==> src/logic/net_pkg.sv <==
package net_pkg;

    // Ethernet II header, 14 octets, fields in wire order from the top bit
    typedef struct packed {
        logic [47:0] dest_mac;
        logic [47:0] src_mac;
        logic [15:0] ether_type;
    } eth_header_t;

    // IPv4 header without options, 20 octets, RFC 791 field order
    typedef struct packed {
        logic [3:0]  version;
        logic [3:0]  ihl;
        logic [7:0]  type_of_service;
        logic [15:0] total_length;
        logic [15:0] identification;
        logic [2:0]  flags;
        logic [12:0] fragment_offset;
        logic [7:0]  time_to_live;
        logic [7:0]  protocol;
        logic [15:0] header_checksum;
        logic [31:0] src_ip;
        logic [31:0] dest_ip;
    } ipv4_header_t;

    // UDP header, 8 octets, RFC 768
    typedef struct packed {
        logic [15:0] src_port;
        logic [15:0] dest_port;
        logic [15:0] length;
        logic [15:0] checksum;
    } udp_header_t;

    // All three headers, first octet on the wire in the top byte
    typedef struct packed {
        eth_header_t  eth;
        ipv4_header_t ip;
        udp_header_t  udp;
    } frame_headers_t;

    localparam logic [15:0] ETHER_TYPE_IPV4 = 16'h0800;
    localparam logic [3:0]  IP_VERSION      = 4'd4;
    // Five 32-bit words, no options
    localparam logic [3:0]  IP_IHL          = 4'd5;
    localparam logic [7:0]  IP_TOS          = 8'h0C;
    localparam logic [15:0] IP_ID           = 16'h0000;
    localparam logic [2:0]  IP_FLAGS        = 3'b000;
    localparam logic [12:0] IP_FRAG_OFFSET  = 13'd0;
    localparam logic [7:0]  IP_TTL          = 8'hFF;
    localparam logic [7:0]  IP_PROTO_UDP    = 8'h11;

    localparam int HEADER_BYTES     = 42;
    localparam int IP_HEADER_BYTES  = 20;
    localparam int UDP_HEADER_BYTES = 8;
    // 576 - 60 - 8, largest payload every host must accept
    localparam int MAX_DATA_BYTES   = 508;

endpackage
==> src/logic/frame_if.sv <==
`timescale 1ns/1ps

interface frame_if import net_pkg::*; #(
    parameter int DATA_BYTES = 8
);

    // Single-cycle start of a frame
    logic                    load;
    frame_headers_t          headers;
    // First payload octet on the wire sits in the top byte
    logic [8*DATA_BYTES-1:0] payload;
    // Single-cycle end of the interframe gap
    logic                    done;

    modport decode (output load, output headers, output payload, input done);

    modport execute (input load, input headers, input payload);

    modport result (output done);

endinterface

==> src/logic/frame_decode.sv <==
`timescale 1ns/1ps

module frame_decode import net_pkg::*; #(
    parameter int DATA_BYTES = 8
) (
    input  logic                    clk,
    input  logic                    reset,
    input  logic                    send,
    input  logic [47:0]             src_mac,
    input  logic [47:0]             dest_mac,
    input  logic [31:0]             src_ip,
    input  logic [31:0]             dest_ip,
    input  logic [15:0]             src_port,
    input  logic [15:0]             dest_port,
    input  logic [8*DATA_BYTES-1:0] payload,
    frame_if.decode                 frame,
    output logic                    ready
);

    logic           send_prev;
    logic           accept;
    ipv4_header_t   ip_hdr;
    logic [19:0]    word_sum;
    logic [16:0]    fold_sum;
    frame_headers_t hdr_next;

    // Rising edge of send, taken only while idle
    assign accept = send && !send_prev && ready && !frame.load;

    // IPv4 header with the checksum computed over the zero-checksum image
    always_comb begin
        ip_hdr.version         = IP_VERSION;
        ip_hdr.ihl             = IP_IHL;
        ip_hdr.type_of_service = IP_TOS;
        ip_hdr.total_length    = 16'(IP_HEADER_BYTES + UDP_HEADER_BYTES + DATA_BYTES);
        ip_hdr.identification  = IP_ID;
        ip_hdr.flags           = IP_FLAGS;
        ip_hdr.fragment_offset = IP_FRAG_OFFSET;
        ip_hdr.time_to_live    = IP_TTL;
        ip_hdr.protocol        = IP_PROTO_UDP;
        ip_hdr.header_checksum = '0;
        ip_hdr.src_ip          = src_ip;
        ip_hdr.dest_ip         = dest_ip;
        // Sum of the ten 16-bit words, at most 20 bits wide
        word_sum = '0;
        for (int k = 0; k < IP_HEADER_BYTES / 2; k++) begin
            word_sum = word_sum + 20'(ip_hdr[16*k +: 16]);
        end
        // Two end-around carry folds are always enough here
        fold_sum = 17'(word_sum[15:0]) + 17'(word_sum[19:16]);
        ip_hdr.header_checksum = ~(fold_sum[15:0] + 16'(fold_sum[16]));
    end

    always_comb begin
        hdr_next.eth.dest_mac   = dest_mac;
        hdr_next.eth.src_mac    = src_mac;
        hdr_next.eth.ether_type = ETHER_TYPE_IPV4;
        hdr_next.ip             = ip_hdr;
        hdr_next.udp.src_port   = src_port;
        hdr_next.udp.dest_port  = dest_port;
        hdr_next.udp.length     = 16'(UDP_HEADER_BYTES + DATA_BYTES);
        // UDP checksum is optional over IPv4
        hdr_next.udp.checksum   = '0;
    end

    // Edge detect, load strobe and ready handshake
    always_ff @(posedge clk) begin
        if (reset) begin
            // High so a send held through reset is no edge
            send_prev  <= 1'b1;
            frame.load <= 1'b0;
            ready      <= 1'b1;
        end else begin
            send_prev  <= send;
            frame.load <= accept;
            if (frame.load) begin
                ready <= 1'b0;
            end else if (frame.done) begin
                ready <= 1'b1;
            end
        end
    end

    // Frame contents stay put until the next accepted edge
    always_ff @(posedge clk) begin
        if (accept) begin
            frame.headers <= hdr_next;
            frame.payload <= payload;
        end
    end

    // A new frame never starts while one is in flight
    a_load_when_ready: assert property (@(posedge clk) disable iff (reset)
        !(frame.load && !ready))
        else $error("load while ready is low");

endmodule

==> src/flat_wrapper.sv <==
// flat-port wrapper written by rule: the top's interface ports become plain ports
module frame_decode_flat import net_pkg::*;
#(
    parameter int DATA_BYTES = 8
)
  (clk, reset, send, src_mac, dest_mac, src_ip, dest_ip, src_port, dest_port, payload, ready, frame_load, frame_headers, frame_payload, frame_done);
  frame_if #(.DATA_BYTES(DATA_BYTES)) frame_i ();
  input  logic clk;
  input  logic reset;
  input  logic send;
  input  logic [47:0] src_mac;
  input  logic [47:0] dest_mac;
  input  logic [31:0] src_ip;
  input  logic [31:0] dest_ip;
  input  logic [15:0] src_port;
  input  logic [15:0] dest_port;
  input  logic [8*DATA_BYTES-1:0] payload;
  output logic ready;
  output wire logic [$bits(frame_i.load)-1:0] frame_load;
  output wire logic [$bits(frame_i.headers)-1:0] frame_headers;
  output wire logic [$bits(frame_i.payload)-1:0] frame_payload;
  input wire logic [$bits(frame_i.done)-1:0] frame_done;
  assign frame_load = frame_i.load;
  assign frame_headers = frame_i.headers;
  assign frame_payload = frame_i.payload;
  assign frame_i.done = frame_done;
  frame_decode #(.DATA_BYTES(DATA_BYTES)) u_core (.clk(clk), .reset(reset), .send(send), .src_mac(src_mac), .dest_mac(dest_mac), .src_ip(src_ip), .dest_ip(dest_ip), .src_port(src_port), .dest_port(dest_port), .payload(payload), .frame(frame_i), .ready(ready));
endmodule
==> config.mk <==
export PLATFORM = sky130hd
export DESIGN_NAME = frame_decode_flat
export DESIGN_NICKNAME = d
export VERILOG_FILES = /design/src/logic/net_pkg.sv /design/src/logic/frame_if.sv /design/src/logic/frame_decode.sv /design/src/flat_wrapper.sv
export SDC_FILE = /design/constraint.sdc
export NUM_CORES = 1
export LEC_CHECK = 0
export BUFFER_PORTS_ARGS = -buffer_cell sky130_fd_sc_hd__buf_2
export CORE_AREA = 4 4 252 254
export CTS_BUF_LIST = sky130_fd_sc_hd__clkbuf_4
export CTS_CLUSTER_SIZE = 10
export DETAILED_ROUTE_END_ITERATION = 12
export DIE_AREA = 0 0 256 258
export PLACE_DENSITY = 0.45
export SLEW_MARGIN = 20
export SYNTH_ARGS = -nofsm -noshare
export SYNTH_HDL_FRONTEND = slang
export SYNTH_SLANG_ARGS = --single-unit
==> constraint.sdc <==
create_clock -name clk -period 32.6 [get_ports clk]
set_input_delay 3.26 -clock clk [delete_from_list [all_inputs] [get_ports clk]]
set_output_delay 3.26 -clock clk [all_outputs]
set_load 0.02 [all_outputs]
==> summary.md <==
| Metric | Value |
|---|---|
| Status | `complete, no violations` |
| Largest net degree at the start of global routing | `177` |
| Core Region | `0.0613 mm^2` |
| CTS root buf | `clkbuf_4` |
| FF/Latch Area | `0.00823 mm^2` |
| Standard-cell rows | `91` |
| Most numerous cell in the Yosys netlist | `edfxtp_1` |
| Routability Congestion | `0.806` |
| Max Clk Rate | `92.2 MHz` |
| Total clock sinks | `275` |
| Most frequent cells after synthesis | `edfxtp_1, buf_4, inv_1` |
| Crit Reg-Reg Endpoint | `u_core.frame.headers[113]` |
| Total Neg Setup Slack | `0 ns` |
| Remaining global-route overflow | `0` |
| Nets | `1713` |
| Total die area | `0.0660 mm^2` |
| Global Route Usage Sum | `12.8%` |
| Via count | `8244` |
| Cell count after synthesis | `767` |
| Async set or reset register ratio after synthesis | `0%` |
| Vias/cell | `3.69` |
| Antenna Nets Post-Route | `0` |
| Vias in the first global route | `8525` |
| Critical R2R Launch | `u_core.frame.load` |
| Netlist cell types | `63` |
| First-pass GRT wire length | `60800 um` |
| Num CTS Buffers | `78` |
| CP max-delay cell | `fa_1` |
| Yosys top cell by area | `edfxtp_1` |
| Pwr/cell area | `68.0 mW/mm^2` |
| CTS resizes | `0` |
| Cts hold-fix bufs | `0` |
| Top_reg_cell synth | `edfxtp_1` |
| Post-Place Cells | `2089` |
| Share of post-route cells with drive strength above 1 | `47.5%` |
| Relative slew slack | `27.6%` |
| CTS tree | `done` |
| Area share of the largest cell type after synthesis | `67.6%` |
| Initial DRT Pass Iterations | `4` |
| Skew final | `0.0339 ns` |
| Io pins | `662` |
| Clk Latency, worst-skew pair | `0.74 ns` |
| Final wirelength | `44600 um` |
| Max clock buf depth | `3` |
| Leakage Power | `7.14 nW` |
| DP Wirelength | `37000 um` |
| Startpoint types | `primary input` |
| CP max FO | `9` |
| Die H | `258 um` |
| Final Cycle Share | `33.3%` |
| Critical path class | `primary input to register` |
| Post-synthesis register bit count | `275` |
| Setup Viol. Count Final | `0` |
| FF-to-FF path depth | `3` |
| Filler cells | `6466` |
| Critical Path End | `u_core.frame.headers[140]` |
| CP arrival | `11.33 ns` |
| Ys Warns | `0` |
| Flop2flop setup slack | `29.92 ns` |
| Max Slew Vio Count | `0` |
| Initial antenna violation count | `36` |
| 1st-iter DRT viols | `401` |
| Post-synth EDFFs | `272` |
| Top post-synthesis cells by area | `edfxtp_1, buf_4, ha_1` |
| Hold path depth | `1` |
| DRC errors left | `0` |
| Unrepaired setup endpoints after global routing | `false` |
| Mapped Area | `0.0121 mm^2` |
| Worst setup path start | `dest_ip[0]` |
| Non-filler cells, final | `2234` |
| Register area share after synthesis | `68.1%` |
| WL/cell | `20.0 um` |
| Worst vdd ir | `0.0000274 V` |
| Port-buffer cells | `533` |
| Initial Util | `19.7%` |
| Multi-input gate area | `0.00311 mm^2` |
| Final Hold Vio Count | `0` |
| Crit path required time | `33.08 ns` |
| Max capacitance violation total | `0` |
| Worst Hold Class | `register to register` |
| Syn_area_per_cell | `15.7 um^2` |
| Slowest Stage Delay on Critical Path | `0.46 ns` |
| P&R area growth vs syn | `35.2%` |
| Die Wd | `256 um` |
| Tmin final | `10.84 ns` |
| Worst-Margin Slew | `1.09 ns` |
| Buffer count from post-CTS setup fixing | `0` |
| Worst Setup End Kind | `register` |
| CTS clk-pin slew, worst paths | `0.06 ns` |
| CTS HTree Levels | `3` |
[stage by stage]
stage          instance area (um^2)  setup slack [ns]  util [%]  hold slack, ns  power [W]
2_1_floorplan                 12600              2.22         -           0.534   0.000707
6_report                      16300             21.76      26.7           0.504    0.00111
3_5_place_dp                  15300             20.89      25.0           0.494   0.000793
4_1_cts                       16300             21.75      26.6           0.512    0.00114
3_3_place_gp                  15300             21.03      25.0           0.481   0.000794
5_1_grt                       16300             21.10      26.6           0.535    0.00119
[placed cells by master, fill, tap and decap left out, types with 2 or more instances in the layout]
cell type,count
bufinv_16,3
fa_1,18
nor3_2,2
dfxtp_1,3
o21a_1,5
nor2_1,17
clkinv_1,8
nor3_1,5
nor3b_1,3
or4_1,2
or2_2,3
a21oi_1,17
xor2_1,16
a211oi_1,3
a21o_1,8
a31oi_1,3
diode_2,15
a31o_2,2
o21ai_0,13
clkinv_2,5
nand3_1,9
conb_1,128
xnor2_1,28
nand4_1,4
nand2_1,19
clkbuf_4,112
buf_4,3
o211ai_1,2
nand3_4,2
inv_1,68
ha_1,56
buf_2,533
o21bai_1,14
o22ai_1,2
edfxtp_1,272
nor2b_1,5
a2111oi_0,3
[worst max-delay path, delay by kind of cell]
| kind | cells | cell delay [ns] |
|---|---|---|
| xor gates and xnor gates | 3 | 0.50 |
| buffers and inverters | 1 | 0.11 |
| AOI/OAI and AO/OA | 13 | 2.35 |
| adders and majority gates | 8 | 2.65 |
| and+or+nand+nor | 13 | 2.45 |
[area by class of cell]
class / instances / share of cell area (%)
clock inverters: 18 / 0.988
multi-input cells: 419 / 19.0
clock buffers: 112 / 5.15
repair buffers: 537 / 16.6
well taps: 790 / 6.05
diodes: 15 / 0.230
flip-flops and latches: 275 / 50.4
inverters: 68 / 1.56
[cells by family (layout without fill, tap and decap cells)]
kind of cell / after synthesis / in the layout / share of synthesized area [%]
AND/OR/NAND/NOR: 85 / 85 / 4.23
other: 2 / 143 / 0.0622
adder cells (fa/ha/maj): 75 / 75 / 8.87
multiplexers: 1 / 1 / 0.0829
flip-flops: 275 / 275 / 68.1
buffers and inverters: 199 / 735 / 10.2
XOR/XNOR: 46 / 46 / 3.51
AO/OA/AOI/OAI: 84 / 84 / 4.96
[report_power, final]
part | total, W | leakage (nW) | internal, W | switching [W]
Sequential | 0.000420 | 2.52 | 0.000416 | 0.00000387
Combinational | 0.000363 | 4.03 | 0.000136 | 0.000227
Clock | 0.000329 | 0.594 | 0.000181 | 0.000148
Total | 0.00111 | 7.14 | 0.000732 | 0.000379
[how the worst min path moves through the flow]
stage / start / slack [ns] / end
final: u_core.frame.load / 0.50 / u_core.ready
after CTS: u_core.frame.load / 0.51 / u_core.ready
after detailed placement: u_core.frame.load / 0.49 / u_core.ready
after global routing: u_core.frame.load / 0.54 / u_core.ready
after floorplan: u_core.frame.load / 0.53 / u_core.ready
after global placement: u_core.frame.load / 0.48 / u_core.ready
[flip-flops by register name (all words and copies together), names as in the netlist]
signal and cells:
u_core.frame.load 1, u_core.frame.headers 208, u_core.frame.payload 64, u_core.ready 1
u_core.send_prev 1
[layer usage]
layer	routed length, um	up-vias	track usage (%)
li1	-	3788	-
met1	14100	3889	11.6
met2	25200	461	25.4
met3	4040	104	5.10
met4	1280	2	4.40
met5	9	-	0
(Power assumes the default switching activity.)
